### src/dspPkg.sv
`default_nettype none

package dspPkg;

	// register file size, fixed by the instruction format.
	localparam int regCount = 8;
	localparam int regAddrWidth = $clog2(regCount);

	localparam int immWidth = 8; // zero-extended by opLoad.

	typedef enum logic [2:0] {
		opAdd  = 3'd0, // a + b.
		opSub  = 3'd1, // a - b.
		opMac  = 3'd2, // a * b + c.
		opLoad = 3'd3, // immediate.
		opRead = 3'd4  // reports a, no write.
	} opcodeT;

	// one instruction as it crosses the handshake.
	typedef struct packed {
		opcodeT                  opcode;
		logic [regAddrWidth-1:0] dest;
		logic [regAddrWidth-1:0] srcA;
		logic [regAddrWidth-1:0] srcB;
		logic [regAddrWidth-1:0] srcC;
		logic [immWidth-1:0]     imm;
	} instrT;

endpackage

`default_nettype wire

### src/regFile.sv
`default_nettype none

module regFile #(
	parameter int dataWidth = 16
) (
	input  logic                            clk,
	input  logic                            wrEn,
	input  logic [dspPkg::regAddrWidth-1:0] wrAddr,
	input  logic [dataWidth-1:0]            wrData,
	input  logic [dspPkg::regAddrWidth-1:0] srcA,
	input  logic [dspPkg::regAddrWidth-1:0] srcB,
	input  logic [dspPkg::regAddrWidth-1:0] srcC,
	output logic [dataWidth-1:0]            rdA,
	output logic [dataWidth-1:0]            rdB,
	output logic [dataWidth-1:0]            rdC
);

	// every register starts at zero.
	logic [dataWidth-1:0] mem [dspPkg::regCount] = '{default: '0};

	// three independent read ports, no read latency.
	assign rdA = mem[srcA];
	assign rdB = mem[srcB];
	assign rdC = mem[srcC];

	always_ff @(posedge clk) begin
		if (wrEn) begin
			mem[wrAddr] <= wrData; // visible to readers after this edge.
		end
	end

endmodule

`default_nettype wire

### src/instrCapture.sv
`default_nettype none

module instrCapture (
	input  logic          clk,
	input  logic          rstN,
	input  logic          req,
	input  dspPkg::instrT instr,
	output logic          ack,
	output logic          issueValid,
	output dspPkg::instrT issueInstr
);

	typedef enum logic {
		waitReq,    // ack low, watching for req.
		waitRelease // ack high until req drops.
	} stateT;

	stateT state;
	stateT nextState;
	logic  accept;

	// a new transfer is taken only while ack is low.
	assign accept = (state == waitReq) && req;

	always_comb begin
		nextState = state;
		case (state)
			waitReq: begin
				if (req) begin
					nextState = waitRelease;
				end
			end
			waitRelease: begin
				if (!req) begin
					nextState = waitReq; // ack falls with this edge.
				end
			end
			default: begin
				nextState = waitReq;
			end
		endcase
	end

	always_ff @(posedge clk or negedge rstN) begin
		if (!rstN) begin
			state      <= waitReq;
			issueValid <= 1'b0;
		end else begin
			state      <= nextState;
			issueValid <= accept; // one pulse per transfer.
		end
	end

	// instr is stable while req is high, so one sample is enough.
	always_ff @(posedge clk) begin
		if (accept) begin
			issueInstr <= instr;
		end
	end

	assign ack = (state == waitRelease);

endmodule

`default_nettype wire

### src/operandFetch.sv
`default_nettype none

module operandFetch #(
	parameter int dataWidth = 16
) (
	input  logic                            clk,
	input  logic                            rstN,
	input  logic                            issueValid,
	input  dspPkg::instrT                   issueInstr,
	output logic [dspPkg::regAddrWidth-1:0] srcA,
	output logic [dspPkg::regAddrWidth-1:0] srcB,
	output logic [dspPkg::regAddrWidth-1:0] srcC,
	input  logic [dataWidth-1:0]            rdA,
	input  logic [dataWidth-1:0]            rdB,
	input  logic [dataWidth-1:0]            rdC,
	input  logic                            bypassEn,
	input  logic [dspPkg::regAddrWidth-1:0] bypassAddr,
	input  logic [dataWidth-1:0]            bypassData,
	output logic                            fetchValid,
	output dspPkg::instrT                   fetchInstr,
	output logic [dataWidth-1:0]            opA,
	output logic [dataWidth-1:0]            opB,
	output logic [dataWidth-1:0]            opC
);

	logic [dataWidth-1:0] selA;
	logic [dataWidth-1:0] selB;
	logic [dataWidth-1:0] selC;

	// the word being written this cycle wins over the stale array value.
	function automatic logic [dataWidth-1:0] pickOperand(
		input logic [dspPkg::regAddrWidth-1:0] idx,
		input logic [dataWidth-1:0]            rd,
		input logic                            en,
		input logic [dspPkg::regAddrWidth-1:0] addr,
		input logic [dataWidth-1:0]            data
	);
		if (en && (idx == addr)) begin
			return data;
		end
		return rd;
	endfunction

	assign srcA = issueInstr.srcA;
	assign srcB = issueInstr.srcB;
	assign srcC = issueInstr.srcC;

	assign selA = pickOperand(issueInstr.srcA, rdA, bypassEn, bypassAddr, bypassData);
	assign selB = pickOperand(issueInstr.srcB, rdB, bypassEn, bypassAddr, bypassData);
	assign selC = pickOperand(issueInstr.srcC, rdC, bypassEn, bypassAddr, bypassData);

	always_ff @(posedge clk or negedge rstN) begin
		if (!rstN) begin
			fetchValid <= 1'b0;
		end else begin
			fetchValid <= issueValid;
		end
	end

	// operands travel with their instruction.
	always_ff @(posedge clk) begin
		if (issueValid) begin
			fetchInstr <= issueInstr;
			opA        <= selA;
			opB        <= selB;
			opC        <= selC;
		end
	end

endmodule

`default_nettype wire

### src/executeStage.sv
`default_nettype none

module executeStage #(
	parameter int dataWidth = 16
) (
	input  logic                            clk,
	input  logic                            rstN,
	input  logic                            fetchValid,
	input  dspPkg::instrT                   fetchInstr,
	input  logic [dataWidth-1:0]            opA,
	input  logic [dataWidth-1:0]            opB,
	input  logic [dataWidth-1:0]            opC,
	output logic                            resValid,
	output logic [dspPkg::regAddrWidth-1:0] resDest,
	output logic [dataWidth-1:0]            resData,
	output logic                            wrEn
);

	logic [dataWidth-1:0] result;
	logic                 writes;

	// all results wrap at dataWidth bits.
	always_comb begin
		case (fetchInstr.opcode)
			dspPkg::opAdd: begin
				result = opA + opB;
			end
			dspPkg::opSub: begin
				result = opA - opB;
			end
			dspPkg::opMac: begin
				result = opA * opB + opC; // product truncated before the add.
			end
			dspPkg::opLoad: begin
				result = dataWidth'(fetchInstr.imm);
			end
			dspPkg::opRead: begin
				result = opA;
			end
			default: begin
				result = opA;
			end
		endcase
	end

	assign writes = (fetchInstr.opcode != dspPkg::opRead);

	always_ff @(posedge clk or negedge rstN) begin
		if (!rstN) begin
			resValid <= 1'b0;
			wrEn     <= 1'b0;
		end else begin
			resValid <= fetchValid;
			wrEn     <= fetchValid && writes; // read reports only.
		end
	end

	always_ff @(posedge clk) begin
		if (fetchValid) begin
			resDest <= fetchInstr.dest;
			resData <= result;
		end
	end

endmodule

`default_nettype wire

### src/macPipe.sv
`default_nettype none

module macPipe #(
	parameter int dataWidth = 16
) (
	input  logic                            clk,
	input  logic                            rstN,
	input  logic                            req,
	input  dspPkg::instrT                   instr,
	output logic                            ack,
	output logic                            resValid,
	output logic [dspPkg::regAddrWidth-1:0] resDest,
	output logic [dataWidth-1:0]            resData
);

	logic                            issueValid;
	dspPkg::instrT                   issueInstr;
	logic [dspPkg::regAddrWidth-1:0] srcA;
	logic [dspPkg::regAddrWidth-1:0] srcB;
	logic [dspPkg::regAddrWidth-1:0] srcC;
	logic [dataWidth-1:0]            rdA;
	logic [dataWidth-1:0]            rdB;
	logic [dataWidth-1:0]            rdC;
	logic                            fetchValid;
	dspPkg::instrT                   fetchInstr;
	logic [dataWidth-1:0]            opA;
	logic [dataWidth-1:0]            opB;
	logic [dataWidth-1:0]            opC;
	logic                            wrEn;

	instrCapture capture (
		.clk        (clk),
		.rstN       (rstN),
		.req        (req),
		.instr      (instr),
		.ack        (ack),
		.issueValid (issueValid),
		.issueInstr (issueInstr)
	);

	// the execute result doubles as write data and bypass source.
	operandFetch #(
		.dataWidth (dataWidth)
	) fetch (
		.clk        (clk),
		.rstN       (rstN),
		.issueValid (issueValid),
		.issueInstr (issueInstr),
		.srcA       (srcA),
		.srcB       (srcB),
		.srcC       (srcC),
		.rdA        (rdA),
		.rdB        (rdB),
		.rdC        (rdC),
		.bypassEn   (wrEn),
		.bypassAddr (resDest),
		.bypassData (resData),
		.fetchValid (fetchValid),
		.fetchInstr (fetchInstr),
		.opA        (opA),
		.opB        (opB),
		.opC        (opC)
	);

	executeStage #(
		.dataWidth (dataWidth)
	) execute (
		.clk        (clk),
		.rstN       (rstN),
		.fetchValid (fetchValid),
		.fetchInstr (fetchInstr),
		.opA        (opA),
		.opB        (opB),
		.opC        (opC),
		.resValid   (resValid),
		.resDest    (resDest),
		.resData    (resData),
		.wrEn       (wrEn)
	);

	regFile #(
		.dataWidth (dataWidth)
	) regs (
		.clk    (clk),
		.wrEn   (wrEn),
		.wrAddr (resDest),
		.wrData (resData),
		.srcA   (srcA),
		.srcB   (srcB),
		.srcC   (srcC),
		.rdA    (rdA),
		.rdB    (rdB),
		.rdC    (rdC)
	);

endmodule

`default_nettype wire

### config.mk
export PLATFORM = sky130hd
export DESIGN_NAME = macPipe
export DESIGN_NICKNAME = d
export VERILOG_FILES = /design/src/dspPkg.sv /design/src/regFile.sv /design/src/instrCapture.sv /design/src/operandFetch.sv /design/src/executeStage.sv /design/src/macPipe.sv
export SDC_FILE = /design/constraint.sdc
export NUM_CORES = 1
export LEC_CHECK = 0
export BUFFER_PORTS_ARGS = -buffer_cell sky130_fd_sc_hd__clkbuf_2
export CAP_MARGIN = 20
export CORE_UTILIZATION = 34
export CTS_CLUSTER_SIZE = 25
export DETAILED_ROUTE_END_ITERATION = 10
export GPL_ROUTABILITY_DRIVEN = 0
export PLACE_DENSITY = 0.56
export SETUP_SLACK_MARGIN = 0.5
export SYNTH_ARGS = -nofsm -noshare
export SYNTH_HDL_FRONTEND = slang
export SYNTH_SLANG_ARGS = --single-unit
### constraint.sdc
create_clock -name clk -period 11.9 [get_ports clk]
set_clock_uncertainty 0.1 [all_clocks]
set_input_delay 1.19 -clock clk [delete_from_list [all_inputs] [get_ports clk]]
set_output_delay 1.19 -clock clk [all_outputs]
set_load 0.02 [all_outputs]
==> flow_summary.yaml <==
synth:
  synth_top_area_share: 0.4260
  synth_seq_area_share: 0.4337
  synth_top_family_by_area: "adder cells"
  synth_xor_area_frac: 0.04047
  synth_fa_ha_area_frac: 0.1691
  ys_async_sr_fraction: 0.02110
  yosysUniqueCellTypes: 61
  synthTopCellsByArea: "edfxtp_1 43%, mux4_2 13%, fa_1 12%, ha_1 5.3%, inv_1 3.9%"
  ys_ff_latch: 237
  syn_inst: 1290
  yosysTopAreaCell: "edfxtp_1"
  synth_mux_area_frac: 0.1674
  synth_nets: 1480
  ys_warn_count: 0
  synthesis.area_um2: 16350
  synthSimpleGateAreaFrac: 0.07904
  synth_compound_area_frac: 0.05180
  ys.flop_type: "edfxtp_1"
  syn-mean-instance-area_um2: 12.68
  synth_edf_count: 232
power_and_ir_drop:
  power_density_nw_per_um2: 171.8
  p_leak_nw: 7.035
  vdd_drop_max_mv: 0.1891
  p_total_mw: 3.101
placement:
  placedCellCount: 1895
  portBuffers: 46
  placedInstanceArea_um2: 17240
  preCtsSetupSlack_ns: 5.895
  dp_hpwl_mm: 27.41
drt:
  dr_total_vias: 10020
  via_per_inst: 5.154
  routed_wirelength_mm: 40.13
  drt-initial-drc-count: 931
  wire_per_inst_um: 20.64
  first_pass_iters: 5
  drc: 0
  ant_nets: 0
finish:
  area_growth_pct: 10.39
  num_antenna_cells: 0
  design_area_um2: 18050
  fin_nets: 1508
  drive_above_1_share: 0.1675
  finalNonFillerCells: 1944
  fillers: 4410
floorplanning:
  die_x_um: 221.3
  io_pins: 47
  coreArea_um2: 46950
  die_height_um: 221.3
  row_count: 79
  die-area_um2: 48980
  start_util: 0.3483
grt:
  grt.overflow.total: 0
  grt_usage: 0.1657
  grt_pass1_wl_mm: 62.24
  grt_max_degree: 64
  antenna_found_initial: 1
  grt_pass1_vias: 10330
critical_path:
  crit_fanout: 18
  crit_start: "fetch.opB[1]$_DFFE_PP_"
  worstSetupPathType: "flip-flop to flip-flop"
  endpoint: "execute.resData[12]$_DFFE_PP_"
  startpoint_type: "flip-flop"
  r2r-start: "fetch.opB[1]$_DFFE_PP_"
  critPathArrivalTime_ns: 6.23
  cp-end-kind: "flip-flop"
  required_ns: 12.10
  rr_endpoint: "execute.resData[12]$_DFFE_PP_"
  ff2ff_setup_slack_ns: 5.88
  reg2regPathDepth: 17
clock_network:
  post_cts_buffers: 0
  clkLatencyLatePin_ns: 0.55
  tritoncts: "built"
  cts_resized: 0
  root_buffer: "clkbuf_16"
  cts_buffers: 27
  h-tree-depth: 1
  clkSlewWorstSetupHoldPaths_ns: 0.06
  clock_path_buffers: 3
  clock_sinks: 237
  holdBufCountCts: 0
worst_hold_path:
  hold_path.class: "flip-flop to flip-flop"
  holdCritStartpoint: "capture.issueInstr[7]$_DFFE_PP_"
timing:
  layout_worst_path_cycle_share: 0.5063
  setup_slack_ns: 5.875
  fmax_ghz: 0.1660
  tightest_slew_ns: 1.023
  setup_violations: 0
  setup-tns-final_ns: 0
  finalHoldViolCount: 0
  rsz0062_at_grt: "false"
  period_needed_ns: 6.025
  relSlewSlack: 0.3179
  slew_viol_final: 0
flow_run:
  cap_violations: 0
status:
  status: "finished clean"
-- kinds of logic (layout without fill, tap and decap cells) --
family	count (synthesis)	after routing
and+or+nand+nor	276	276
buffers and inverters	245	292
DFF	237	237
adders and majority gates	164	164
muxes	153	153
AOI/OAI and AO/OA	141	141
xor gates and xnor gates	74	74
-- placed cells by master (no fill, tap or decap), types with 7 or more instances in the layout --
cell type | synthesis | routed
a21oi_1 | 70 | 70
a31oi_1 | 7 | 7
and2_1 | 54 | 54
buf_4 | 3 | 26
clkbuf_16 | 0 | 27
clkbuf_2 | 0 | 46
clkinv_1 | 1 | 8
edfxtp_1 | 232 | 232
fa_1 | 95 | 95
ha_1 | 69 | 69
inv_1 | 170 | 170
mux2i_1 | 53 | 53
mux4_2 | 96 | 96
nand2_1 | 105 | 105
nand2b_1 | 7 | 7
nor2_1 | 74 | 74
o21ai_0 | 24 | 24
xnor2_1 | 54 | 54
xor2_1 | 19 | 19
-- worst max-delay path, stage by stage, from the launching register on --
cell and delay, ns:
edfxtp_1 0.66, and2_1 0.28, fa_1 0.53, inv_1 0.06, fa_1 0.56, fa_1 0.44, fa_1 0.54, inv_1 0.05
fa_1 0.48, inv_1 0.05, fa_1 0.48, inv_1 0.05, ha_1 0.33, and2_1 0.20, a311oi_1 0.37, nand2_1 0.12
xor2_1 0.16, a221o_1 0.32
-- Yosys cell counts, types with 3 or more instances --
cell and count:
inv_1 170, o21ai_0 24, nand2b_1 7, o21bai_1 4, nor3_1 8, fa_1 95
mux2i_1 53, and2_1 54, mux4_2 96, nand2_1 105, xnor2_1 54, a21o_1 5
dfrtp_1 5, edfxtp_1 232, xor2_1 19, a31oi_1 7, nor2_1 74, nor2b_1 5
nand4_1 4, mux2_2 4, nand3_1 4, clkbuf_1 49, a21oi_1 70, ha_1 69
a211o_1 3, or2_2 3, buf_4 3, buf_2 21
-- metal layers --
| metal | share of wire | track usage | up-vias |
|---|---|---|---|
| met5 | 0.00022 | 0 | - |
| met4 | 0.015 | 0.03226 | 2 |
| met3 | 0.057 | 0.02709 | 42 |
| met2 | 0.48 | 0.2769 | 262 |
| met1 | 0.45 | 0.2277 | 5127 |
| li1 | - | - | 4586 |
-- final cells by class --
type / count / area (um2) / share of cell area
Multi-Input combinational cell: 808 / 8317 / 0.4607
Sequential cell: 237 / 7093 / 0.3929
Tap cell: 607 / 759.5 / 0.04207
Clock buffer: 33 / 698.2 / 0.03867
Inverter: 171 / 641.9 / 0.03556
Timing Repair Buffer: 73 / 440.4 / 0.02440
Clock inverter: 15 / 102.6 / 0.005683
-- power breakdown --
part	total, mW	internal (mW)	switching, mW	leakage, nW
registers	1.02	0.963	0.0532	2.20
logic	1.31	0.570	0.745	4.45
clock network	0.770	0.437	0.332	0.394
-- worst min-delay path by stage --
stage          depth (start not counted)  slack [ns]                              to
3_3_place_gp                           0        0.30    execute.resDest[2]$_DFFE_PP_
2_1_floorplan                          0        0.30    execute.resDest[0]$_DFFE_PP_
6_report                               0        0.32   fetch.fetchInstr[7]$_DFFE_PP_
3_5_place_dp                           0        0.30    execute.resDest[2]$_DFFE_PP_
5_1_grt                                0        0.32    execute.resDest[2]$_DFFE_PP_
4_1_cts                                0        0.32  fetch.fetchInstr[21]$_DFFE_PP_
-- flip-flops by register name, indices dropped and copies added (netlist names), 3 cells and up --
register            cells
execute.resData        16
fetch.opB              16
execute.resDest         3
fetch.opA              16
fetch.opC              16
capture.issueInstr     23
regs.mem              128
fetch.fetchInstr       14
-- stage by stage --
step,util,hold WS (ns)
after floorplan,-,0.3003
final,0.3845,0.3187
after detailed placement,0.3671,0.3045
after CTS,0.3842,0.3167
after global placement,0.3671,0.3018
after global routing,0.3845,0.3217
Note: power is estimated with default switching activity, not from simulation.
